### src/design/fir_config.svh
// FIR filter configuration
// Tap count, slice split, datapath widths and coefficient scaling
// shared by the packages and the RTL

`ifndef FIR_CONFIG_SVH
`define FIR_CONFIG_SVH

//////////////////////////////////////////////////
// Filter geometry
`define FIR_TAPS            32
`define FIR_TAPS_PER_SLICE  4
`define FIR_SLICES          (`FIR_TAPS / `FIR_TAPS_PER_SLICE)

//////////////////////////////////////////////////
// Datapath widths
`define FIR_SAMPLE_W        16
`define FIR_COEF_W          20
`define FIR_FRAC_BITS       16   // Coefficient fraction bits
`define FIR_ACC_W           42   // Holds 32 products of 36 bits

`endif

### src/design/fir_types_pkg.sv
// FIR datapath types
// Sample, coefficient, slice partial-sum and accumulator words,
// plus the warm-up states of the input stage

`default_nettype none

`include "fir_config.svh"

package fir_types_pkg;

  //////////////////////////////////////////////////
  // Datapath words
  typedef logic signed [`FIR_SAMPLE_W-1:0] sample_t;   // Input and output sample
  typedef logic signed [`FIR_COEF_W-1:0]   coef_t;     // Q4.16 coefficient

  // Sum of one slice's four products, three bits narrower than the full sum
  typedef logic signed [`FIR_ACC_W-4:0]    partial_t;

  typedef logic signed [`FIR_ACC_W-1:0]    acc_t;      // Sum over all taps

  //////////////////////////////////////////////////
  // Warm-up control of the input stage
  typedef enum logic [1:0] {
    WARM_IDLE = 2'd0,  // No run in progress
    WARM_FILL = 2'd1,  // Run started, window not yet full
    WARM_RUN  = 2'd2   // Window holds a full run of samples
  } warm_state_t;

endpackage

`default_nettype wire

### src/design/fir_coef_pkg.sv
// FIR coefficient table
// 32-tap symmetric low-pass response, Q4.16 format.
// Entry k weights the sample that is k steps old

`default_nettype none

`include "fir_config.svh"

package fir_coef_pkg;

  import fir_types_pkg::*;

  localparam coef_t fir_coefs [`FIR_TAPS] = '{
    20'hFFF9E,  // -1.50e-3
    20'hFFF86,  // -1.86e-3
    20'hFFFA7,  // -1.36e-3
    20'h0003B,
    20'h0014B,
    20'h0024A,
    20'h00222,
    20'hFFFE4,  // Sidelobe dip starts
    20'hFFBC5,
    20'hFF7CA,
    20'hFF74E,  // -3.40e-2
    20'hFFD74,
    20'h00B1A,
    20'h01DAC,
    20'h02F9E,
    20'h03AA9,  // Centre pair, 2.29e-1
    20'h03AA9,
    20'h02F9E,
    20'h01DAC,
    20'h00B1A,
    20'hFFD74,
    20'hFF74E,
    20'hFF7CA,
    20'hFFBC5,
    20'hFFFE4,
    20'h00222,
    20'h0024A,
    20'h0014B,
    20'h0003B,
    20'hFFFA7,
    20'hFFF86,
    20'hFFF9E   // Mirror of entry 0
  };

endpackage

`default_nettype wire

### src/design/fir_tap_slice.sv
// FIR tap slice
// Four taps of the delay line with their coefficients. Shifts on the
// strobe from the input stage, passes its oldest sample on, and
// registers the sum of its four products every cycle

`timescale 1ns/10ps
`default_nettype none

`include "fir_config.svh"

module fir_tap_slice
  import fir_types_pkg::*, fir_coef_pkg::*;
#(
  parameter int SLICE_INDEX = 0
) (
  input  logic     clk,
  input  logic     rst,
  input  logic     shift_en,
  input  sample_t  sample_in,
  output sample_t  sample_tail,
  output partial_t partial
);

  localparam int TPS       = `FIR_TAPS_PER_SLICE;
  localparam int COEF_BASE = SLICE_INDEX * TPS;   // Age of this slice's newest tap

  sample_t  taps [TPS];
  partial_t prod_sum;

  //////////////////////////////////////////////////
  // Delay line
  always_ff @(posedge clk or posedge rst) begin
    if (rst) begin
      for (int j = 0; j < TPS; j++) begin
        taps[j] <= '0;
      end
    end else if (shift_en) begin
      taps[0] <= sample_in;
      for (int j = 1; j < TPS; j++) begin
        taps[j] <= taps[j-1];
      end
    end
  end

  assign sample_tail = taps[TPS-1];  // Feeds the next older slice

  //////////////////////////////////////////////////
  // Multiply and partial sum
  always_comb begin
    prod_sum = '0;
    for (int j = 0; j < TPS; j++) begin
      prod_sum = prod_sum + taps[j] * fir_coefs[COEF_BASE + j];
    end
  end

  // Pipeline register, runs every cycle
  always_ff @(posedge clk) begin
    partial <= prod_sum;
  end

endmodule

`default_nettype wire

### config.mk
export PLATFORM = sky130hd
export DESIGN_NAME = fir_tap_slice
export DESIGN_NICKNAME = d
export VERILOG_FILES = /design/src/design/fir_types_pkg.sv /design/src/design/fir_coef_pkg.sv /design/src/design/fir_tap_slice.sv
export VERILOG_INCLUDE_DIRS = /design/src /design/src/design
export SDC_FILE = /design/constraint.sdc
export NUM_CORES = 1
export LEC_CHECK = 0
export BUFFER_PORTS_ARGS = -buffer_cell sky130_fd_sc_hd__buf_4
export CAP_MARGIN = 0
export CORE_MARGIN = 1
export CORE_UTILIZATION = 48
export DETAILED_ROUTE_END_ITERATION = 16
export MAX_ROUTING_LAYER = met4
export PLACE_DENSITY = 0.65
export SKIP_LAST_GASP = 1
export SYNTH_ARGS = -nofsm -noshare
export SYNTH_HDL_FRONTEND = slang
export SYNTH_SLANG_ARGS = --single-unit
### constraint.sdc
create_clock -name clk -period 11.1 [get_ports clk]
set_clock_uncertainty 0.2 [all_clocks]
set_input_delay 1.11 -clock clk [delete_from_list [all_inputs] [get_ports clk]]
set_output_delay 1.11 -clock clk [all_outputs]
set_load 0.1 [all_outputs]
-- After elaboration in Yosys (flattened, before gate mapping)
Index checks and enable logic that the tools add are counted.
- bits in registers: 91
- input port bits: 19
- add/subtract/negate cells: 3
- multipliers: 4
- operator list (kind ; number):
    $mul A16 B7 Y23 const B ; 3
    $add A26 B23 Y27 ; 1
    $add A25 B24 Y26 ; 1
    $add A24 B24 Y25 ; 1
    $mul A16 B8 Y24 const B ; 1

-- Depth between registers and ports, before layout
- depth in word-level cells: 4
- depth in mapped cells: 32
- depth with buffers taken out: 31

-- Least setup slack after synthesis
OpenSTA, ideal clock, no wires.
- path kind: reg2reg
- start: reg taps[52] in the netlist's numbering
- end: reg partial[23]
- library setup time: 0.072 ns
- data arrival time: 7.760 ns
- path slack: 3.068 ns
- cell stages (with the launch flop): 32
- period minus slack after synthesis: 8.032 ns
- path through: dfrtp_1 > inv_1 > fa_1 > inv_1 > fa_1 > inv_1 > fa_1 > fa_1 > inv_1 > ha_1 > clkbuf_2 > a21o_1 > a221oi_2 > o31a_1 > nor4b_1 > nand4b_1 > ha_1 > inv_1 > fa_1 > inv_1 > fa_1 > inv_1 > fa_1 > fa_1 > inv_1 > ha_1 > a21o_1 > a31oi_1 > o21ai_0 > a21o_1 > a221oi_1 > xnor2_1
- cells in the longest elaborated chain, start to end: 4
- ends and longest elaborated chain (item ; RTL line ; text):
    start, declared ; fir_tap_slice.sv:27 ; sample_t taps [TPS];
    start signal, assigned by index ; fir_tap_slice.sv:40 ; taps[j] <= taps[j-1];
    $mul A16 B7 Y23 ; fir_tap_slice.sv:52 ; prod_sum = prod_sum + taps[j] * fir_coefs[COEF_BASE + j];
    $add A24 B24 Y25 ; fir_tap_slice.sv:52 ;
    $add A25 B24 Y26 ; fir_tap_slice.sv:52 ;
    $add A26 B23 Y27 ; fir_tap_slice.sv:52 ;
    via prod_sum[23] ; fir_tap_slice.sv:28 ; partial_t prod_sum;
    end signal, assigned ; fir_tap_slice.sv:58 ; partial <= prod_sum;
    end, declared ; fir_tap_slice.sv:21 ; output partial_t partial
The timed path passes the listed nets, and every way through them passes these cells.
A chain may end at the register's enable or synchronous reset.

-- Worst setup path after layout
- start: reg taps[53] in the netlist's numbering
- end: reg partial[23]
The elaborated chain is that of the path after synthesis.

==> results.toml <==
[status]
status = "finished, violations left"
violations = "design-rule violations"

[final_layout]
antenna_cells = 0
area_growth_syn_to_layout_pct = 6.882
final_core_util_pct = 52.50
fin_area_sq_mm = 0.01619
fin_nets = 2132
drive_gt1_share_pct = 7.862

[synthesis]
synth_seq_cells = 91
ys_warn_count = 0
yosysUniqueCellTypes = 64
netlist_area_sq_mm = 0.01514
synthArstFlopShare_pct = 70.33
synthCells = 1586
seq_area_frac_synth_pct = 14.15
ys.flop_type = "dfrtp_1"
synth-edff-count = 0
syn-num-nets = 2095
avgSynthCellArea_sq_um = 9.548

[critical_path]
cp-start-kind = "flop"
critical_path_required_ns = 11.20
crit_arrival_ns = 8.91
critPathMaxStageDelay_ns = 0.69
critPathMaxFanout = 6
ff2ff_path_depth = 30
cp-end-kind = "flop"
critical_path_class = "reg2reg"
slowest_stage = "a311oi_1"

[sta]
final_max_slew_viol_count = 0
slew_headroom_pct = 41.24
rsz0062_at_grt = "false"
post-route-min-period_ns = 8.810
fin_crit_sh_pct = 79.37
final-hold-violation-count = 0
fmax_mhz = 113.5
worst_pin_slew_ns = 0.8814
setup_violations = 0
setup_tns_ns = 0
layout_setup_ws_ns = 2.290

[die]
ioPinCount = 74
core_area_sq_mm = 0.03083
initial_utilization_pct = 49.12
row_count = 64
die_h_um = 179.6
fp.dieW_um = 179.6
die_area_sq_mm = 0.03226

[routing]
drc = 5
avgViaCountPerCell = 5.090
first_pass_iters = 13
wire_per_inst_um = 15.35
vias = 10300
dr.first_iter.drc_count = 530
wirelength_um = 31060
ant_nets = 0

[cts]
cts_tree = "done"
cts_setup_buffers = 0
clk_pin_slew_ns = 0.08
htree_levels = 3
cts_inserted_buffers = 9
root_buffer = "clkbuf_16"
clockBufferDepth = 2
hold_buffers = 0
clock_latency_ns = 0.39
clkSinkCount = 91
cts_resized = 0

[grt]
overflow = 0
grt_pass1_vias = 11270
track_usage_pct = 22.21
grt_max_degree = 74
antenna_found_initial = 0
grt_pass1_wl_um = 55020

[min_path]
worstHoldPathCells = 2
hp-class = "reg2reg"

[placement]
post_dp_cell_area_sq_mm = 0.01591
place_ws_ns = 2.437
port_buffers = 73
gp_congestion = 0.8815
dp_hpwl_um = 26370

[flow_run]
cap_viol_max_count = 0
## layer usage
metal / up-vias / share of wire (%) / GRT usage, %
met5: - / 0 / -
met2: 133 / 51 / 39.06
met3: 31 / 2.6 / 2.654
met4: 0 / 2.0 / 6.345
li1: 4991 / - / -
met1: 5147 / 44 / 26.80
## path summary, 6_finish.rpt
path                       startpoint           to  slack [ns]
setup / recovery             taps[53]  partial[23]        2.29
hold / removal               taps[41]     taps[25]        0.35
setup reg to reg             taps[53]  partial[23]        2.29
hold reg to reg              taps[41]     taps[25]        0.35
max in group asynchronous         rst     taps[45]        9.33
min in group asynchronous         rst     taps[48]        0.80
## worst max-delay path: cells and delay by family, from the launching register on
family / cells / cell delay, ns
AOI/OAI and AO/OA: 9 / 2.38
xor gates and xnor gates: 2 / 0.39
adders and majority gates: 11 / 4.78
buffers and inverters: 8 / 0.51
DFF: 1 / 0.45
## area by class of cell
type	instances	area [sq um]
repair buffers	75	563.0
multi-input cells	996	11020
clock buffers	10	229.0
inverters	450	1689
fillers	2832	14640
well taps	396	495.5
flip-flops and latches	91	2142
clock inverters	6	48.80
## flip-flops by register name, summed over array words and instances (netlist names)
register,cells
taps,48
sample_tail,16
partial,27
## logic make-up (layout without fill, tap and decap cells)
| family | after synthesis | after routing | synth area share [%] |
|---|---|---|---|
| simple gates | 176 | 176 | 5.222 |
| buf+inv | 499 | 541 | 13.10 |
| flops | 91 | 91 | 14.15 |
| compound gates | 227 | 227 | 9.370 |
| mux | 25 | 25 | 1.818 |
| xor+xnor | 78 | 78 | 4.511 |
| fa+ha+maj | 490 | 490 | 51.84 |
## synth_stat cells (11+ instances only)
library cell	number	share of area [%]
a211oi_1	11	0.55
a21o_1	14	0.69
a21oi_1	59	1.9
buf_4	28	1.4
clkbuf_1	11	0.27
dfrtp_1	64	11
dfxtp_1	27	3.6
fa_1	229	30
ha_1	261	22
inv_1	450	11
mux2_2	20	1.5
nand2_1	90	2.2
nand3_1	12	0.40
nor2_1	32	0.79
o21ai_0	78	2.6
xnor2_1	58	3.4
xor2_1	20	1.2
## placed cells by master (no fill, tap or decap), types with 20 or more instances in the layout
| cell type | Yosys | routed |
|---|---|---|
| nor2_1 | 32 | 32 |
| dfrtp_1 | 64 | 64 |
| o21ai_0 | 78 | 78 |
| dfxtp_1 | 27 | 27 |
| buf_4 | 28 | 75 |
| xnor2_1 | 58 | 58 |
| xor2_1 | 20 | 20 |
| inv_1 | 450 | 449 |
| ha_1 | 261 | 261 |
| mux2_2 | 20 | 20 |
| a21oi_1 | 59 | 59 |
| nand2_1 | 90 | 90 |
| fa_1 | 229 | 229 |
## stage by stage
| step | hold slack [ns] | std cells |
|---|---|---|
| global route | 0.3934 | 2024 |
| global placement | 0.3453 | 2008 |
| floorplan | 0.2782 | 1586 |
| detailed placement | 0.3459 | 2008 |
| finish | 0.3529 | 2024 |
| CTS | 0.3632 | 2024 |
Power is left out: the tool's default activity adds up to more than one toggle a clock period on the data nets, which glitch-free logic cannot reach.
