`src/design/fir_config.svh`:
```
// FIR filter configuration
// Tap count, slice split, datapath widths and coefficient scaling
// shared by the packages and the RTL

`ifndef FIR_CONFIG_SVH
`define FIR_CONFIG_SVH

//////////////////////////////////////////////////
// Filter geometry
`define FIR_TAPS            32
`define FIR_TAPS_PER_SLICE  4
`define FIR_SLICES          (`FIR_TAPS / `FIR_TAPS_PER_SLICE)

//////////////////////////////////////////////////
// Datapath widths
`define FIR_SAMPLE_W        16
`define FIR_COEF_W          20
`define FIR_FRAC_BITS       16   // Coefficient fraction bits
`define FIR_ACC_W           42   // Holds 32 products of 36 bits

`endif

```
`src/design/fir_types_pkg.sv`:
```
// FIR datapath types
// Sample, coefficient, slice partial-sum and accumulator words,
// plus the warm-up states of the input stage

`default_nettype none

`include "fir_config.svh"

package fir_types_pkg;

  //////////////////////////////////////////////////
  // Datapath words
  typedef logic signed [`FIR_SAMPLE_W-1:0] sample_t;   // Input and output sample
  typedef logic signed [`FIR_COEF_W-1:0]   coef_t;     // Q4.16 coefficient

  // Sum of one slice's four products, three bits narrower than the full sum
  typedef logic signed [`FIR_ACC_W-4:0]    partial_t;

  typedef logic signed [`FIR_ACC_W-1:0]    acc_t;      // Sum over all taps

  //////////////////////////////////////////////////
  // Warm-up control of the input stage
  typedef enum logic [1:0] {
    WARM_IDLE = 2'd0,  // No run in progress
    WARM_FILL = 2'd1,  // Run started, window not yet full
    WARM_RUN  = 2'd2   // Window holds a full run of samples
  } warm_state_t;

endpackage

`default_nettype wire

```
`src/design/fir_sample_gate.sv`:
```
// FIR input stage
// Registers each accepted sample with a shift strobe for the tap chain.
// Tracks how many samples of the current run have been taken and flags
// the samples for which the 32-tap window is complete

`timescale 1ns/10ps
`default_nettype none

`include "fir_config.svh"

module fir_sample_gate
  import fir_types_pkg::*;
(
  input  logic    clk,
  input  logic    rst,
  input  logic    data_valid,
  input  sample_t data,
  output logic    shift_en,
  output sample_t shift_sample,
  output logic    window_valid
);

  localparam int CNT_W = $clog2(`FIR_TAPS + 1);

  warm_state_t      state;
  warm_state_t      state_next;
  logic [CNT_W-1:0] fill_cnt;        // Samples taken in this run, saturates
  logic [CNT_W-1:0] fill_cnt_next;

  //////////////////////////////////////////////////
  // Warm-up FSM
  always_comb begin
    state_next    = state;
    fill_cnt_next = fill_cnt;
    if (!data_valid) begin           // A low cycle breaks the run
      state_next    = WARM_IDLE;
      fill_cnt_next = '0;
    end else begin
      case (state)
        WARM_IDLE, WARM_FILL: begin
          fill_cnt_next = fill_cnt + 1'b1;
          if (fill_cnt_next == CNT_W'(`FIR_TAPS)) begin
            state_next = WARM_RUN;
          end else begin
            state_next = WARM_FILL;
          end
        end
        WARM_RUN: state_next = WARM_RUN;  // Count holds at the window length
        default:  state_next = WARM_IDLE;
      endcase
    end
  end

  always_ff @(posedge clk or posedge rst) begin
    if (rst) begin
      state        <= WARM_IDLE;
      fill_cnt     <= '0;
      shift_en     <= 1'b0;
      window_valid <= 1'b0;
    end else begin
      state        <= state_next;
      fill_cnt     <= fill_cnt_next;
      shift_en     <= data_valid;
      window_valid <= (state_next == WARM_RUN);  // Includes the 32nd sample
    end
  end

  always_ff @(posedge clk) begin
    if (data_valid) begin
      shift_sample <= data;
    end
  end

  //////////////////////////////////////////////////
  // Checks
  a_fill_bound: assert property (@(posedge clk) disable iff (rst)
    fill_cnt <= CNT_W'(`FIR_TAPS));

  // A complete window is only ever reported together with a tap shift
  a_window_shift: assert property (@(posedge clk) disable iff (rst)
    window_valid |-> shift_en);

endmodule

`default_nettype wire

```
`config.mk`:
```
export PLATFORM = sky130hd
export DESIGN_NAME = fir_sample_gate
export DESIGN_NICKNAME = d
export VERILOG_FILES = /design/src/design/fir_types_pkg.sv /design/src/design/fir_sample_gate.sv
export VERILOG_INCLUDE_DIRS = /design/src /design/src/design
export SDC_FILE = /design/constraint.sdc
export NUM_CORES = 1
export LEC_CHECK = 0
export ABC_AREA = 1
export CAP_MARGIN = 20
export CORE_UTILIZATION = 25
export DETAILED_ROUTE_END_ITERATION = 12
export DONT_BUFFER_PORTS = 1
export PLACE_DENSITY = 0.44
export SLEW_MARGIN = 20
export SYNTH_ARGS = -nofsm -noshare
export SYNTH_HDL_FRONTEND = slang
export SYNTH_SLANG_ARGS = --single-unit
```
`constraint.sdc`:
```
create_clock -name clk -period 1.2 [get_ports clk]
set_input_delay 0.12 -clock clk [delete_from_list [all_inputs] [get_ports clk]]
set_output_delay 0.12 -clock clk [all_outputs]
set_load 0.01 [all_outputs]
```
; ---- After elaboration in Yosys (flattened, before gate mapping)
; Index checks and enable logic that the tools add are counted.
[totals]
inputBits = 19
out_inout_bits = 18
reg_bits = 26
elab_cells = 18
[op_classes]
n_mux = 5
eq_ne = 5
n_addsub = 1
n_reduce_logical = 2
[ops]
columns = op, count
row1 = 2-to-1 mux 6 bit, 2
row2 = adder 6 x 1 -> 6 bit (second input constant), 1
row3 = == test 6 bit (second input constant), 1
row4 = == test 2 bit (second input constant), 2
row5 = 2-to-1 mux 2 bit, 2
row6 = case mux 2 bit (2 select lines), 1
row7 = == test 2 x 1 -> 1 bit (second input constant), 1
row8 = logical NOT 2 bit, 1
row9 = != test 2 x 1 -> 1 bit (second input constant), 1
row10 = OR reduction 2 bit, 1

; ---- Longest topological paths before layout
[logic_depth]
depth_word = 6
depth_mapped = 9
depth_no_buf = 9

; ---- Least setup slack after synthesis
; No wires, ideal clock.
[synth_path]
path_kind = reg2reg
start = register fill_cnt[0]
end = register state[0]
setup_slack_ns = -0.118
arrival_ns = 1.201
setup_time_ns = 0.116
n_path_buf = 0
stages_incl_launch_ff = 10
required_time_ns = 1.084
synth_period_minus_slack_ns = 1.318
path_cell_list = dfrtp_1 ha_1 nand2_2 clkinv_1 nand3_1 nand2_1 nor2_2 nand2_2 nand2_1 nor2_2
[synth_via]
elab_chain_len = 5
[synth_lines]
columns = element, line
row1 = start: declaration, fir_sample_gate.sv:27  ; logic [CNT_W-1:0] fill_cnt;
row2 = start signal: assignment, fir_sample_gate.sv:62  ; fill_cnt <= fill_cnt_next;
row3 = adder 6 x 1 -> 6 bit, fir_sample_gate.sv:41  ; fill_cnt_next = fill_cnt + 1'b1;
row4 = == test 6 bit, fir_sample_gate.sv:42  ; if (fill_cnt_next == CNT_W'(`FIR_TAPS)) begin
row5 = 2-to-1 mux 2 bit, fir_sample_gate.sv:42
row6 = case mux 2 bit (2 select lines), fir_sample_gate.sv:39  ; case (state)
row7 = 2-to-1 mux 2 bit, fir_sample_gate.sv:35  ; if (!data_valid) begin
row8 = via state_next[0], fir_sample_gate.sv:26  ; warm_state_t state_next;
row9 = end signal: assignment, fir_sample_gate.sv:61  ; state <= state_next;
row10 = end: declaration, fir_sample_gate.sv:25  ; warm_state_t state;
; The timed path passes the listed nets, and every way through them passes these cells.
; A chain may end at the register's enable or synchronous reset.

; ---- Worst setup path in the final report
[layout_path]
start = register fill_cnt[1]
end = register state[0]
; Same word-level chain as after synthesis.

==> metrics.sh <==
POWER.TOTAL_uW=1960
PERIOD_SHARE_PCT=104
SEQ_AREA_FRAC_SYNTH_PCT=76.3
POSTSYNTHREGISTERBITS=26
WORST-R2R-SETUP-SLACK_NS=-0.04
CTS_NUM_SINKS=26
SLEW_HEADROOM_PCT=73.1
POWER_FRAC_SEQ_PCT=58.2
TIMING.MAX_CAP.VIOLATIONS=0
FMAX_MHz=803
CRITICAL_PATH.ENDPOINT_TYPE='flop'
CLOCKROOTBUFFER='clkbuf_8'
POWER.SHARE.CLOCK_PCT=27.7
GRT_SETUP_UNREPAIRED='yes'
YS.WARNINGS.COUNT=0
FINALWEIGHTEDCONGESTION=0.840
POWER_FRAC_COMB_PCT=14.1
GLOBALROUTETOTALUTIL_PCT=9.35
SYNTHFLOPTYPE='edfxtp_1'
FLOORPLAN.IO_PINS=37
CP-START-KIND='flop'
AVG_SYNTHESIZED_CELL_AREA_UM2=13.1
CRIT_PATH_TIME_FINAL_NS=1.24
WORST_SLACK_NS=-0.0446
CLOCK_TREE.BUFFER_DEPTH=2
NETS=119
FP.DIEAREA_UM2=4080
FINAL.FILL_COUNT=362
PSW_uW=463
ANTENNA_LEFT=0
P_INT_uW=1500
POSTSYNTH.ASYNCRESETSHARE_PCT=38.5
WORSTHOLDENDPOINT='shift_en$_DFF_PP0_'
CLK_LATENCY_NS=0.26
GRT_START_MAX_NET_PINS=22
DIEHEIGHT_UM=63.9
CTS.HOLD.BUFFERS_ADDED=17
CTS_BUFFERS=3
TOTALWIRELENGTH_UM=1800
WORSTREG2REGEND='state[0]$_DFF_PP0_'
RUN_STATUS='finished with violations'
POWER_DENSITY_nW_PER_UM2=1500
GR-TOTAL-OVERFLOW=0
SYNTH-EDFF-COUNT=16
CLOCK_TREE_FROM_TRITONCTS='done'
POWER.SHARE.SWITCHING_PCT=23.6
TIMING.REG2REG.WORST_PATH_DEPTH=8
DRT_ITER0_MARKERS=88
SYN-NUM-NETS=93
INITIAL_CORE_UTIL_PCT=26.1
PLACEMENT_ROWS=22
GLOBAL_ROUTE_WIRE_LENGTH_BEFORE_REPAIR_UM=2900
NETLIST_TOP_CELLS_AREA='edfxtp_1, dfrtp_1, nand2_1'
WORST-SETUP-PATH-TYPE='reg -> reg'
DIE_W_UM=63.9
WORSTHOLDSTART='data_valid'
POWER.IR.VDD_WORST_V=0.000484
DETAILEDPLACEMENTHPWL_UM=1170
H_TREE_LVL_COUNT=1
CP_DATA_ARRIVAL_TIME_NS=1.41
FLOORPLAN.CORE_AREA_UM2=3660
DRIVE_GT1_SHARE_PCT=22.4
ROUTE.VIAS.TOTAL=635
CRIT-REG2REG-LAUNCH='fill_cnt[1]$_DFFE_PP0P_'
PORT_BUF_INSERTS=0
REQUIRED_TIME_OF_THE_CRITICAL_PATH_NS=1.36
PLACE.DETAILED.INSTANCES=123
CRITICAL_PATH_FANOUTS_MAX=3
FINALNONFILLERCELLS=146
HP-CLASS='in -> reg'
FAILED_CHECKS='negative hold slack, negative setup slack'
WL_PER_CELL_UM=12.3
DRC_ERRORS=0
MAX_SLEW.WORST_PIN.SLEW_NS=0.403
FINAL-SETUP-VIOL-COUNT=3
FLOW.AREA_GROWTH_FROM_SYNTHESIS_PCT=36.9
REPORT.FINAL.HOLD_VIOL_COUNT=17
DETAIL_ROUTE.FIRST_PASS.ITERATIONS=4
FINAL-MAX-SLEW-VIOLATION-COUNT=0
SYNTHESIS.INSTANCES=73
SYNTHDOMINANTCELLAREASHARE_PCT=50.2
ROUTED_VIA_DENSITY=4.35
P_LEAK_uW=0.000519
N_ANTENNA_CELL=0
SYNTHTOPCELLSBYCOUNT='edfxtp_1, nand2_1, dfrtp_1'
SYNTH_TOP_AREA_CELL='edfxtp_1'
CLK_TRANSITION_REPORTED_PATHS_NS=0.09
INITIAL_ANTENNA_VIOLATION_COUNT=0
HOLDPATHSTAGES=0
GRT_PASS1_VIAS=617
SYNTH_CELL_TYPES=15
WHS_NS=-0.113
FINCLKSKEW_NS=0.00801
MAPPEDNETLISTAREA_UM2=957
layout make-up:
type | instances | area (um^2) | area share (%)
tap | 48 | 60.1 | 4.58
clock buffer | 4 | 55.1 | 4.20
inverter | 7 | 28.8 | 2.20
sequential | 26 | 731 | 55.8
timing repair buffer | 21 | 200 | 15.3
multi-input combinational | 40 | 235 | 18.0
timing repair:
| action | CTS | global route |
|---|---|---|
| pin swaps | 2 | 6 |
| cloned | 0 | 0 |
| endpoints found under the setup margin | 3 | 5 |
| gates resized for setup | 1 | 5 |
| hold endpoints to repair | 43 | 17 |
| setup buffers | 2 | 0 |
placed cells by master (no fill, tap or decap):
master	Yosys	layout
buf_4	0	4
nand3_1	5	4
edfxtp_1	16	16
nand3_2	0	1
o21ai_0	3	3
nand2_2	3	4
nand4_1	1	1
dfrtp_1	10	10
inv_4	0	1
a21oi_1	4	2
nor2_1	2	2
nand2_4	0	1
dlygate4sd3_1	0	17
inv_1	6	6
nand2_1	16	14
a21oi_2	0	2
o21ai_2	1	1
clkbuf_8	0	4
a211oi_1	1	1
ha_4	0	1
nor2_2	3	3
logic make-up (layout without fill, tap and decap cells):
group	Yosys count	in the layout	synth area share [%]
AOI/OAI and AO/OA	9	9	5.36
buffers and inverters	7	32	2.74
and+or+nand+nor	30	30	14.2
DFF	26	26	76.3
adders and majority gates	1	1	1.31
critical path, cell delays in order, from the launching register on:
cell and delay (ns):
dfrtp_1 0.40, ha_4 0.16, nand2_4 0.06, o21ai_2 0.15, nand2_2 0.07, nor2_2 0.11
nand2_2 0.09, nand2_2 0.07, nor2_2 0.03
flip-flops by register name, indices dropped and copies added, names as in the netlist:
signal and flops:
fill_cnt 6, shift_sample 16, window_valid 1, state 2, shift_en 1
layer usage:
metal	routed length, um	global-route usage [%]	share of wire, %
met3	163	2.86	9.1
met2	828	14.0	46
met5	0	0	0
met4	10	4.26	0.56
met1	798	12.3	44
power groups by stage:
stage	clock [uW]	combinational [uW]	sequential, uW
2_1_floorplan	0	92.3	1160
3_3_place_gp	0	190	1140
3_5_place_dp	0	193	1150
4_1_cts	566	256	1130
5_1_grt	615	307	1160
6_report	543	277	1140
per-stage QoR:
| stage | util (%) | setup WS, ns | cell area, um^2 | TNS, ns |
|---|---|---|---|---|
| floorplan | - | -0.0157 | 968 | -0.0157 |
| global placement | 28.5 | 0.00960 | 1040 | 0 |
| detailed placement | 28.5 | -0.0295 | 1040 | -0.0559 |
| CTS | 35.2 | -0.0360 | 1290 | -0.0727 |
| global route | 35.8 | -0.143 | 1310 | -0.423 |
| finish | 35.8 | -0.0446 | 1310 | -0.0994 |
how the worst max path moves through the flow:
stage                             from            endpoint  slack, ns  cells past startpoint
2_1_floorplan  fill_cnt[0]$_DFFE_PP0P_  state[0]$_DFF_PP0_      -0.02                      8
4_1_cts        fill_cnt[0]$_DFFE_PP0P_  state[0]$_DFF_PP0_      -0.04                      9
6_report       fill_cnt[1]$_DFFE_PP0P_  state[0]$_DFF_PP0_      -0.04                      8
3_3_place_gp   fill_cnt[0]$_DFFE_PP0P_  state[0]$_DFF_PP0_       0.01                      9
5_1_grt        fill_cnt[1]$_DFFE_PP0P_  state[0]$_DFF_PP0_      -0.14                      8
3_5_place_dp   fill_cnt[1]$_DFFE_PP0P_  state[1]$_DFF_PP0_      -0.03                      8
Power figures use the tool's default switching activity.
