==> config.mk <==
export PLATFORM = sky130hd
export DESIGN_NAME = fir_sum_round
export DESIGN_NICKNAME = d
export VERILOG_FILES = /design/src/design/fir_types_pkg.sv /design/src/design/fir_sum_round.sv
export VERILOG_INCLUDE_DIRS = /design/src /design/src/design
export SDC_FILE = /design/constraint.sdc
export NUM_CORES = 1
export LEC_CHECK = 0
export ABC_AREA = 1
export CORE_ASPECT_RATIO = 1.4
export CORE_MARGIN = 8
export CORE_UTILIZATION = 65
export DETAILED_ROUTE_END_ITERATION = 8
export DONT_BUFFER_PORTS = 1
export PLACE_DENSITY = 0.78
export SETUP_SLACK_MARGIN = 0.02
export SLEW_MARGIN = 20
export SYNTH_ARGS = -nofsm -noshare
export SYNTH_HDL_FRONTEND = slang
export SYNTH_SLANG_ARGS = --single-unit
==> constraint.sdc <==
create_clock -name clk -period 2.2 [get_ports clk]
set_clock_uncertainty 0.1 [all_clocks]
set_input_delay 0.11 -clock clk [delete_from_list [all_inputs] [get_ports clk]]
set_output_delay 0.11 -clock clk [all_outputs]
set_load 0.05 [all_outputs]
==> src/design/fir_config.svh <==
// FIR filter configuration
// Tap count, slice split, datapath widths and coefficient scaling
// shared by the packages and the RTL

`ifndef FIR_CONFIG_SVH
`define FIR_CONFIG_SVH

//////////////////////////////////////////////////
// Filter geometry
`define FIR_TAPS            32
`define FIR_TAPS_PER_SLICE  4
`define FIR_SLICES          (`FIR_TAPS / `FIR_TAPS_PER_SLICE)

//////////////////////////////////////////////////
// Datapath widths
`define FIR_SAMPLE_W        16
`define FIR_COEF_W          20
`define FIR_FRAC_BITS       16   // Coefficient fraction bits
`define FIR_ACC_W           42   // Holds 32 products of 36 bits

`endif

==> src/design/fir_types_pkg.sv <==
// FIR datapath types
// Sample, coefficient, slice partial-sum and accumulator words,
// plus the warm-up states of the input stage

`default_nettype none

`include "fir_config.svh"

package fir_types_pkg;

  //////////////////////////////////////////////////
  // Datapath words
  typedef logic signed [`FIR_SAMPLE_W-1:0] sample_t;   // Input and output sample
  typedef logic signed [`FIR_COEF_W-1:0]   coef_t;     // Q4.16 coefficient

  // Sum of one slice's four products, three bits narrower than the full sum
  typedef logic signed [`FIR_ACC_W-4:0]    partial_t;

  typedef logic signed [`FIR_ACC_W-1:0]    acc_t;      // Sum over all taps

  //////////////////////////////////////////////////
  // Warm-up control of the input stage
  typedef enum logic [1:0] {
    WARM_IDLE = 2'd0,  // No run in progress
    WARM_FILL = 2'd1,  // Run started, window not yet full
    WARM_RUN  = 2'd2   // Window holds a full run of samples
  } warm_state_t;

endpackage

`default_nettype wire

==> src/design/fir_sum_round.sv <==
// FIR output stage
// Adds the slice partial sums into the full accumulator, rounds the
// result to a 16-bit sample and presents it with a one-cycle fir_valid

`timescale 1ns/10ps
`default_nettype none

`include "fir_config.svh"

module fir_sum_round
  import fir_types_pkg::*;
(
  input  logic     clk,
  input  logic     rst,
  input  logic     window_valid,
  input  partial_t partials [`FIR_SLICES],
  output logic     fir_valid,
  output sample_t  fir_d
);

  localparam int KEEP_LO = `FIR_FRAC_BITS;
  localparam int KEEP_HI = `FIR_FRAC_BITS + `FIR_SAMPLE_W - 2;

  // Bit 0 lines up with the tap shift, bit 1 with the partial sums
  logic [1:0] win_pipe;
  acc_t       acc_sum;
  sample_t    rounded;

  //////////////////////////////////////////////////
  // Sum of slices
  always_comb begin
    acc_sum = '0;
    for (int s = 0; s < `FIR_SLICES; s++) begin
      acc_sum = acc_sum + acc_t'(partials[s]);  // Sign extended
    end
  end

  //////////////////////////////////////////////////
  // Rounding
  // Sign bit on top, then the integer part of the sum. Negative
  // results get one added to the truncated word
  always_comb begin
    rounded = {acc_sum[`FIR_ACC_W-1], acc_sum[KEEP_HI:KEEP_LO]};
    if (acc_sum[`FIR_ACC_W-1]) begin
      rounded = rounded + sample_t'(1);
    end
  end

  always_ff @(posedge clk or posedge rst) begin
    if (rst) begin
      win_pipe  <= '0;
      fir_valid <= 1'b0;
      fir_d     <= '0;
    end else begin
      win_pipe  <= {win_pipe[0], window_valid};
      fir_valid <= win_pipe[1];
      if (win_pipe[1]) begin
        fir_d <= rounded;  // Holds the last result between valid cycles
      end
    end
  end

  //////////////////////////////////////////////////
  // Checks
  // The gate, slices and this stage together need three edges before
  // any result can appear after reset
  a_no_early_valid: assert property (@(posedge clk)
    $fell(rst) |-> !fir_valid ##1 !fir_valid ##1 !fir_valid);

endmodule

`default_nettype wire

# After elaboration in Yosys (flattened, before gate mapping)
# Index checks and enable logic that the tools add are counted.
# W data, S select, Z words.
dict set report totals {
  register_bits 19
  latch_bits 0
  mem_bits_rw 0
  romBits 0
  inputBits 315
  out_inout_bits 17
  word_cells 12
  mem_count 0
}
dict set report op_classes {
  addsub 8
  mul 0
  div 0
  magnitude_cmp 0
  n_eq_ne 0
  n_shift 0
  muxes 1
  bitwise_logic 0
  reduce_logical 0
}
# operator n
set ops {}
lappend ops {{$add A42 B39 Y42} 4}
lappend ops {{$add A41 B39 Y42} 1}
lappend ops {{$add A40 B39 Y41} 1}
lappend ops {{$add A39 B39 Y40} 1}
lappend ops {{$add A16 B2 Y16 const B} 1}
lappend ops {{$mux W16} 1}

# Longest topological paths before layout
# Gate-level depths: netlist of the first run.
dict set report depth {
  depth_word 9
  ltp_mapped 28
  depth_no_buf 28
}

# Least setup slack after synthesis of the first run
# Ideal clock, no wire load.
dict set report synth_timing {
  path_kind {input to register}
  startpoint {input partials[38] (netlist name)}
  endpoint {register fir_d[10]}
  setup_ns 0.118
  t_arrival_ns 3.977
  setup_slack_ns -1.995
  cell_stages 22
  n_path_buf 0
  path_cell_list {fa_1 -> inv_1 -> fa_1 -> fa_1 -> inv_1 -> fa_1 -> ha_1 -> nand2_1 -> nor2_1 -> and2_1 -> nand2_1 -> nand3_1 -> nor2_1 -> nand4_1 -> nand2_4 -> nand2_4 -> nor2_8 -> nand3_2 -> nand2_1 -> inv_1 -> nand2_1 -> nand2_1}
}
dict set report synth_via {
  elab_chain_cells 2
}
# item line_no
set synth_rtl {}
lappend synth_rtl {{start, declared} fir_sum_round.sv:16} ;# input partial_t partials [`FIR_SLICES],
lappend synth_rtl {{$add A42 B39 Y42} fir_sum_round.sv:34} ;# acc_sum = acc_sum + acc_t'(partials[s]);
lappend synth_rtl {{$mux W16} fir_sum_round.sv:44} ;# if (acc_sum[`FIR_ACC_W-1]) begin
lappend synth_rtl {{end signal, assigned} fir_sum_round.sv:58} ;# fir_d <= rounded;
lappend synth_rtl {{end, declared} fir_sum_round.sv:18} ;# output sample_t fir_d
# No other way between the ends.
# A chain may end at the register's enable or synchronous reset.

# Worst setup path in the final report of the first run
dict set report layout_timing {
  startpoint {input partials[130] (netlist name)}
  endpoint {register fir_d[10]}
}
dict set report layout_via {
  elab_chain_cells 6
}
# item line_no
set layout_rtl {}
lappend layout_rtl {{$add A42 B39 Y42 * (4 in series)} fir_sum_round.sv:34}
lappend layout_rtl {{$add A16 B2 Y16} fir_sum_round.sv:45} ;# rounded = rounded + sample_t'(1);
lappend layout_rtl {{$mux W16 *} fir_sum_round.sv:44}
# Mark *: on every way between the ends. The rest lies on a longest branch, timed or not.

==> results of run 1 <==
worst max path at each step:
stage                        from        end  slack [ns]  cells after the start
floorplan           partials[233]  fir_d[10]       -1.81                     22
CTS                 partials[130]  fir_d[10]       -2.00                     27
global placement     partials[81]  fir_d[12]       -2.29                     25
global route         partials[19]  fir_d[10]       -2.22                     24
finish              partials[130]  fir_d[10]       -2.01                     27
detailed placement   partials[13]  fir_d[12]       -2.28                     23
repair_timing:
item | in CTS | in global routing
gates resized for setup | 66 | 119
buffers inserted | 12 | 17
cloned | 0 | 0
pin swaps | 46 | 73
endpoints found under the setup margin | 16 | 16
endpoints found under the hold margin | 20 | 0
hold buffers | 2 | 0
area by class of cell:
class / count / area share, %
clock buffer: 3 / 0.648
multi-input combinational: 733 / 71.1
sequential: 19 / 4.11
clock inverter: 1 / 0.0432
tap: 192 / 2.07
inverter: 486 / 16.0
timing repair buffer: 89 / 6.08
state kept, by name, summed over array words and instances (netlist names):
| signal | cells |
|---|---|
| fir_valid | 1 |
| fir_d | 16 |
| win_pipe | 2 |
kinds of logic (layout without fill, tap and decap cells):
group / after synthesis / in the layout / share of synthesized area, %
buf+inv: 488 / 579 / 19.0
simple gates: 396 / 396 / 18.5
fa+ha+maj: 277 / 277 / 53.9
compound gates: 54 / 54 / 3.08
flops: 19 / 19 / 4.90
xor+xnor: 6 / 6 / 0.542
Yosys cell counts, drive strengths merged:
cell type / number / area share [%]
and2: 1 / 0.065
a21o: 4 / 0.31
nand2: 254 / 10
nor3: 9 / 0.68
dfrtp: 19 / 4.9
nand3: 49 / 2.9
nor2: 67 / 3.3
o21bai: 1 / 0.077
nor4: 1 / 0.065
o21ai: 19 / 0.98
ha: 42 / 5.4
a31oi: 3 / 0.19
dlygate4sd1: 1 / 0.090
nand3b: 5 / 0.39
clkbuf: 1 / 0.077
clkinv: 1 / 0.039
a21oi: 25 / 1.4
nand4: 10 / 0.71
o21a: 2 / 0.15
xnor2: 2 / 0.18
fa: 235 / 49
xor2: 4 / 0.36
inv: 485 / 19
critical path: stages:
cell and delay, ns:
inv_8 0.01, fa_1 0.56, inv_2 0.05, fa_1 0.49, fa_1 0.50, inv_1 0.05, fa_1 0.49, inv_2 0.05
ha_4 0.29, nand2_4 0.08, nor2_4 0.12, inv_4 0.06, nor3_4 0.20, buf_6 0.15, nand2_4 0.05, nor2_4 0.12
nand2_4 0.07, nand3_2 0.09, nand2_2 0.06, nand2_4 0.14, nand2_8 0.08, nor2_8 0.14, nand3_2 0.07, nand2_1 0.06
inv_1 0.04, nand2_1 0.05, nand2_1 0.05
cells in the final DEF (no fill, tap or decap), types with 4 or more instances in the layout:
master / count
inv_2: 25
inv_1: 455
o21ai_0: 6
nand3b_1: 5
ha_1: 20
nand2_1: 181
nor2_2: 18
nand2_2: 49
buf_6: 5
buf_4: 81
nor2_1: 34
a21oi_1: 18
dfrtp_1: 19
nor2_4: 13
o21ai_2: 5
o21ai_1: 8
nor3_2: 6
nand4_1: 9
nand2_4: 23
nand3_1: 29
ha_4: 22
nand3_2: 17
a21oi_2: 5
a21o_1: 4
fa_1: 232
metal layers:
layer  part of all wire [%]  vias to the layer above  track usage [%]  wire (um)
li1                       -                     3624                -          -
met1                     32                     3824             25.1       7870
met2                     58                      279             53.1      14500
met3                    4.5                       80             3.79       1140
met4                    5.8                        0             12.1       1460
met5                      0                        -                0          0
stage by stage:
stage / TNS (ns) / worst slack (ns)
after CTS: -30.54 / -2.00
after detailed placement: -34.71 / -2.28
final: -30.75 / -2.01
after global routing: -33.92 / -2.22
after floorplan: -27.63 / -1.81
after global placement: -34.60 / -2.29
==> qor.txt, run 1 <==
status - finished, violations left
failing checks - negative setup slack
Reg2Reg Depth - 5
clock tree buffer depth - 2
iteration-0 DRC count of the detailed router - 238
RD Place Congestion - 1.02
nets - 1924
FF-to-FF Start - win_pipe[1]
proportion of layout cells with a drive suffix above 1 - 22.2%
min-delay src - win_pipe[0]
synthesized area - 9700 um2
worst hold stages - 0
Port Buffers - 0
reg2reg end - fir_d[15]
RSZ-0062 raised after global routing - true
HP Class - reg2reg
Core Region - 14800 um2
Register Area - 475 um2
endpoints failing setup - 16
initial antenna violation count - 0
largest net degree at the start of global routing - 20
area grow syn2layout - 19.4%
kind of start point of the critical path - input pin
total congestion overflow - 0
placed insts - 1488
hold_ws - 0.260 ns
clock sinks - 19
clock buffer count from CTS - 3
post-synthesis sequential area ratio - 4.90%
critical path peak fanout - 6
CTS tree - built
IO Pins - 332
Ant. Diodes - 0
Unique masters post-synth - 36
DP Area - 10600 um2
via count - 7807
fin crit share - 192%
chip width - 119 um
WL/cell - 16.4 um
Seq cells post-synth - 19
CP Data Required Time - 2.24 ns
vias in the first global route - 9027
DRC - 0
Die Height - 161 um
CP Data Arrival Time - 4.26 ns
routed vias/inst - 5.13
Synth Warn # - 0
Site Rows - 53
CTS HTree Levels - 1
final cell count without fillers - 1523
r2r setup slk - 1.15 ns
DR pass1 iterations - 4
post-synthesis net count - 1832
CTS Root Cell - clkbuf_16
max_cap viols - 0
Fin. Hold Viols - 0
final wirelength - 25000 um
# fillers - 1080
maximum clock rate - 237 MHz
Reg clk slew, reported paths - 0.05 ns
Slew HR - 50.6%
Initial Util - 65.6%
WS Path Type - in2reg
die area - 19100 um2
worst skew pair latency - 0.25 ns
HPWL Detailed - 23000 um
Final Core Density - 78.3%
Final Critical Period - 4.21 ns
Hold EP - win_pipe[1]
antenna-violating nets left - 0
global-route wire length before repair - 41000 um
Mapped Cells - 1240
critical path endpoint category - register
worst slew pin tran - 0.740 ns
Mean Syn Cell Area - 7.82 um2
fin area - 11600 um2
area of the multi-input gates - 8230 um2
Pins Over Slew Limit - 0
final worst setup slack - -2.01 ns
GRT Total Usage - 26.4%
Power of run 1 is left out: the tool's default activity adds up to more than one toggle a clock period on the data nets, which glitch-free logic cannot reach.
==> inputs of run 2 (changes only) <==
Settings changed: CTS_BUF_LIST from default to sky130_fd_sc_hd__clkbuf_4, SETUP_SLACK_MARGIN 0.02 to 0.15.
==> run 2 against run 1 <==
Net effect: the flow still finishes with violations (negative setup slack); critical path depth decreased by 2; first-iteration DRC count up 9.2%; cell count is 0.72% lower; die area is the same; flip-flop and latch count is the same; critical path type unchanged; routed wire length decreased by 0.44%; maximum frequency increased by 1.0%; worst hold slack worse by 0.0026 ns; via count fell by 0.72%.
==> qor.txt, run 2 (synthesis results as in run 1) <==
Final Critical Period - 4.17 ns (was 4.21 ns)
HPWL Detailed - 23000 um (unchanged)
endpoints failing setup - 16 (unchanged)
iteration-0 DRC count of the detailed router - 260 (was 238)
worst slew pin tran - 0.756 ns (was 0.740 ns)
Largest regs - fir_d: 16 flops, win_pipe: 2 flops, fir_valid: 1 flops (unchanged)
Ant. Diodes - 0 (unchanged)
worst skew pair latency - 0.31 ns (was 0.25 ns)
final wirelength - 24900 um (was 25000 um)
RSZ-0062 raised after global routing - true (unchanged)
Port Buffers - 0 (unchanged)
routed vias/inst - 5.13 (about the same)
GRT Total Usage - 26.2% (was 26.4%)
status - finished, violations left (unchanged)
CTS HTree Levels - 1 (unchanged)
CTS Root Cell - clkbuf_4 (was clkbuf_16)
proportion of layout cells with a drive suffix above 1 - 18.3% (was 22.2%)
largest net degree at the start of global routing - 20 (unchanged)
FF-to-FF Start - fir_d[0] (was win_pipe[1])
WL/cell - 16.4 um (about the same)
commonest non-fill, non-tap cell in the layout - inv_1 (unchanged)
max reg flops - 16 (unchanged)
chip width - 119 um (unchanged)
Initial Util - 65.6% (unchanged)
clock sinks - 19 (unchanged)
DRC - 0 (unchanged)
critical path endpoint category - register (unchanged)
DR pass1 iterations - 5 (was 4)
Crit path largest cell delay - 0.58 ns (was 0.56 ns)
CP Data Arrival Time - 4.28 ns (was 4.26 ns)
initial antenna violation count - 0 (unchanged)
critical path peak fanout - 4 (was 6)
via count - 7751 (was 7807)
slowest CP cell - fa_1 (unchanged)
hold_ws - 0.257 ns (was 0.260 ns)
area grow syn2layout - 15.3% (was 19.4%)
die area - 19100 um2 (unchanged)
global-route wire length before repair - 40700 um (was 41000 um)
Largest Register - fir_d (unchanged)
HP Class - in2async (was reg2reg)
fin area - 11200 um2 (was 11600 um2)
max_cap viols - 0 (unchanged)
failing checks - negative setup slack (unchanged)
Pins Over Slew Limit - 0 (unchanged)
Die Height - 161 um (unchanged)
Slew HR - 49.5% (was 50.6%)
RD Place Congestion - 1.02 (unchanged)
Core Region - 14800 um2 (unchanged)
kind of start point of the critical path - input pin (unchanged)
antenna-violating nets left - 0 (unchanged)
Site Rows - 53 (unchanged)
most frequent cells in the layout - inv_1, fa_1, nand2_1, buf_4, nand2_2 (unchanged)
maximum clock rate - 240 MHz (was 237 MHz)
final worst setup slack - -1.97 ns (was -2.01 ns)
CTS tree - built (unchanged)
nets - 1913 (was 1924)
Fin. Hold Viols - 0 (unchanged)
DP Area - 10600 um2 (unchanged)
Setup WS pre-CTS - -2.28 ns (unchanged)
IO Pins - 332 (unchanged)
launch point of the worst path - partials[42] (was partials[130])
total congestion overflow - 0 (unchanged)
clock tree buffer depth - 2 (unchanged)
vias in the first global route - 8953 (was 9027)
WS Path Type - in2reg (unchanged)
Reg clk slew, reported paths - 0.11 ns (was 0.05 ns)
CP Data Required Time - 2.31 ns (was 2.24 ns)
clock buffer count from CTS - 3 (unchanged)
fin crit share - 190% (was 192%)
-- run 2: cell count changes in the layout (fill, tap and decap cells not counted), moves of 8 or more --
cell,previous run,this run
nand2_1,181,201
buf_4,81,70
nand2_4,23,12
nand2_2,49,41
nand3_1,29,37
nand3_2,17,9
-- run 2: area by class of cell --
class                           count  area [um2]
Clock buffer                        3        22.5
Clock inverter                      1        5.00
Fill cell                        1133        3610
Inverter                          486        1850
Multi-Input combinational cell    733        7980
Sequential cell                    19         475
Tap cell                          192         240
Timing Repair Buffer               78         613
-- run 2: timing repair --
item,in CTS,in global routing
pin swaps,32,42
hold buffers,2,0
setup endpoints to repair,16,16
resized for setup,55,65
buffers inserted,8,10
endpoints found under the hold margin,20,0
-- run 2: per-layer routing --
layer,vias to the layer above,GRT usage [%],wire length (um)
met4,0,11.9,1300
met2,291,52.8,14500
li1,3589,-,-
met3,71,3.83,1230
met5,-,0,0
met1,3800,25.0,7870
-- run 2: worst paths after layout --
| path | cells after the start | end | slack, ns |
|---|---|---|---|
| setup reg to reg | 2 | fir_d[0] | 1.15 |
| min in group clk | 1 | win_pipe[0] | 0.26 |
| setup / recovery | 25 | fir_d[12] | -1.97 |
| max in group asynchronous | 2 | fir_d[0] | 1.27 |
| hold / removal | 2 | fir_d[5] | 0.26 |
| hold reg to reg | 0 | win_pipe[1] | 0.27 |
-- run 2: per-stage QoR --
step           util [%]  cells  TNS [ns]
6_report           75.6   1512    -29.66
5_1_grt            75.6   1512    -32.25
4_1_cts            73.8   1502    -28.52
3_5_place_dp       71.5   1488    -34.71
3_3_place_gp       71.5   1488    -34.60
2_1_floorplan         -   1240    -27.63
-- run 2: worst max-delay path: cells and delay by family --
kind / cells / cell delay [ns]
fa+ha+maj: 6 / 2.59
simple gates: 13 / 1.26
buf+inv: 6 / 0.32
Power of run 2 is left out for the same reason.
==> inputs of run 3 (changes only) <==
--- a/config.mk
+++ b/config.mk
@@ -15,5 +15,5 @@
 export DONT_BUFFER_PORTS = 1
 export PLACE_DENSITY = 0.78
-export SETUP_SLACK_MARGIN = 0.15
+export SETUP_SLACK_MARGIN = 0.02
 export SLEW_MARGIN = 20
 export SYNTH_ARGS = -nofsm -noshare
==> constraint.sdc (replaced) <==
create_clock -name clk -period 2.2 [get_ports clk]
set_clock_uncertainty 0.1 [all_clocks]
set_input_delay 0.11 -clock clk [delete_from_list [all_inputs] [get_ports clk]]
set_output_delay 0.11 -clock clk [all_outputs]
set_load 0.1 [all_outputs]
==> run 3 against run 2 <==
Net effect: via count up 1.1%; critical endpoint is now fir_d[4]; setup slack better by 0.099 ns; the run still ends with negative setup slack left; maximum frequency up 2.4%.
==> qor.txt, run 3 (synthesis results as in run 1) <==
status - finished, violations left (unchanged)
failing checks - negative setup slack (unchanged)
Setup WS pre-CTS - -2.32 ns (was -2.28 ns)
setup TNS - -28.54 ns (was -29.66 ns)
nets - 1935 (was 1913)
min-delay src - window_valid
Initial Util - 65.6% (unchanged)
global-route wire length before repair - 41300 um (was 40700 um)
commonest non-fill, non-tap cell in the layout - inv_1 (unchanged)
Hold EP - win_pipe[0]
Final Critical Period - 4.07 ns (was 4.17 ns)
proportion of layout cells with a drive suffix above 1 - 21.9% (was 18.3%)
Largest Register - fir_d (unchanged)
max reg flops - 16 (unchanged)
CTS Root Cell - clkbuf_4 (unchanged)
iteration-0 DRC count of the detailed router - 227 (was 260)
clock buffer count from CTS - 3 (unchanged)
total congestion overflow - 0 (unchanged)
routed vias/inst - 5.11 (was 5.13)
CTS tree - built (unchanged)
Reg2Reg Depth - 5 (was 2)
RD Place Congestion - 1.02 (about the same)
critical path peak fanout - 4 (unchanged)
worst hold stages - 1
antenna-violating nets left - 0 (unchanged)
CP Data Arrival Time - 4.18 ns (was 4.28 ns)
area grow syn2layout - 18.1% (was 15.3%)
clock sinks - 19 (unchanged)
critical path endpoint category - register (unchanged)
via count - 7835 (was 7751)
final worst setup slack - -1.87 ns (was -1.97 ns)
final wirelength - 25500 um (was 24900 um)
hold_ws - 0.250 ns (was 0.257 ns)
die area - 19100 um2 (unchanged)
Ant. Diodes - 0 (unchanged)
Core Region - 14800 um2 (unchanged)
CP Data Required Time - 2.31 ns (about the same)
initial antenna violation count - 0 (unchanged)
Port Buffers - 0 (unchanged)
clock tree buffer depth - 2 (unchanged)
max_cap viols - 0 (unchanged)
GRT Total Usage - 26.8% (was 26.2%)
Slew HR - 49.5% (about the same)
Final Core Density - 77.5% (was 75.6%)
worst slew pin tran - 0.756 ns (about the same)
fin crit share - 185% (was 190%)
most frequent cells in the layout - inv_1, fa_1, nand2_1, buf_4, nand2_2 (unchanged)
DR pass1 iterations - 6 (was 5)
worst skew pair latency - 0.31 ns (about the same)
launch point of the worst path - partials[198] (was partials[42])
maximum clock rate - 245 MHz (was 240 MHz)
DRC - 0 (unchanged)
reg2reg end - fir_d[15] (was fir_d[0])
chip width - 119 um (unchanged)
vias in the first global route - 9154 (was 8953)
FF-to-FF Start - win_pipe[1] (was fir_d[0])
Largest regs - fir_d: 16 flops, win_pipe: 2 flops, fir_valid: 1 flops (unchanged)
Pins Over Slew Limit - 0 (unchanged)
IO Pins - 332 (unchanged)
Fin. Hold Viols - 0 (unchanged)
endpoints failing setup - 16 (unchanged)
Die Height - 161 um (unchanged)
Site Rows - 53 (unchanged)
HP Class - in2reg (was in2async)
WL/cell - 16.6 um (was 16.4 um)
r2r setup slk - 1.02 ns (was 1.15 ns)
WS Path Type - in2reg (unchanged)
Reg clk slew, reported paths - 0.13 ns (was 0.11 ns)
RSZ-0062 raised after global routing - true (unchanged)
largest net degree at the start of global routing - 20 (unchanged)
CTS HTree Levels - 1 (unchanged)
HPWL Detailed - 23700 um (was 23000 um)
kind of start point of the critical path - input pin (unchanged)
-- run 3: changes by cell type in the layout (fill, tap and decap cells not counted), moves of 7 or more --
cell / previous run / this run
buf_4: 70 / 94
nand2_2: 41 / 48
inv_1: 460 / 452
nand2_1: 201 / 189
inv_2: 21 / 30
nand3_2: 9 / 16
-- run 3: cell type report --
cell class / instances / area [um2]
Inverter: 486 / 1850
Tap cell: 192 / 240
Timing Repair Buffer: 100 / 771
Clock buffer: 3 / 22.5
Sequential cell: 19 / 475
Clock inverter: 1 / 5.00
Fill cell: 1118 / 3330
Multi-Input combinational cell: 733 / 8090
-- run 3: worst max-delay path by stage --
stage               cells past startpoint   endpoint  slack (ns)
floorplan                              22  fir_d[10]       -1.81
global placement                       25  fir_d[12]       -2.28
detailed placement                     25  fir_d[12]       -2.32
CTS                                    23  fir_d[12]       -1.83
global route                           20  fir_d[15]       -2.15
finish                                 25   fir_d[4]       -1.87
-- run 3: critical path: stages --
cell and delay [ns]:
inv_1 0.03, fa_1 0.56, inv_2 0.05, fa_1 0.52
fa_1 0.51, inv_1 0.05, fa_1 0.50, inv_2 0.05
ha_4 0.26, nand2_1 0.05, inv_2 0.06, nand3_2 0.08
nand2_2 0.10, nand2_2 0.07, nand2_4 0.10, nand2_2 0.07
nand3b_1 0.11, nand2_2 0.09, inv_2 0.09, ha_4 0.16
buf_4 0.11, nand3_2 0.08, nor3_2 0.14, nand3b_1 0.15
nand2_1 0.08
-- run 3: timing repair --
| action | CTS | global route |
|---|---|---|
| hold buffers | 2 | 0 |
| setup endpoints to repair | 16 | 16 |
| hold endpoints to repair | 20 | 0 |
| resized for setup | 84 | 63 |
| setup buffers | 9 | 4 |
| pin swaps | 61 | 42 |
-- run 3: metal layers --
layer	GRT usage [%]	vias up	part of all wire [%]
met5	0	-	0
met4	12.6	0	5.2
met3	4.36	72	4.7
met2	53.5	261	59
met1	25.4	3867	31
li1	-	3635	-
-- run 3: through the flow --
step / instances / instance area [um2]
4_1_cts: 1530 / 11200
3_5_place_dp: 1515 / 10800
5_1_grt: 1534 / 11500
2_1_floorplan: 1240 / 9940
6_report: 1534 / 11500
3_3_place_gp: 1515 / 10800
Power of run 3 is left out for the same reason.
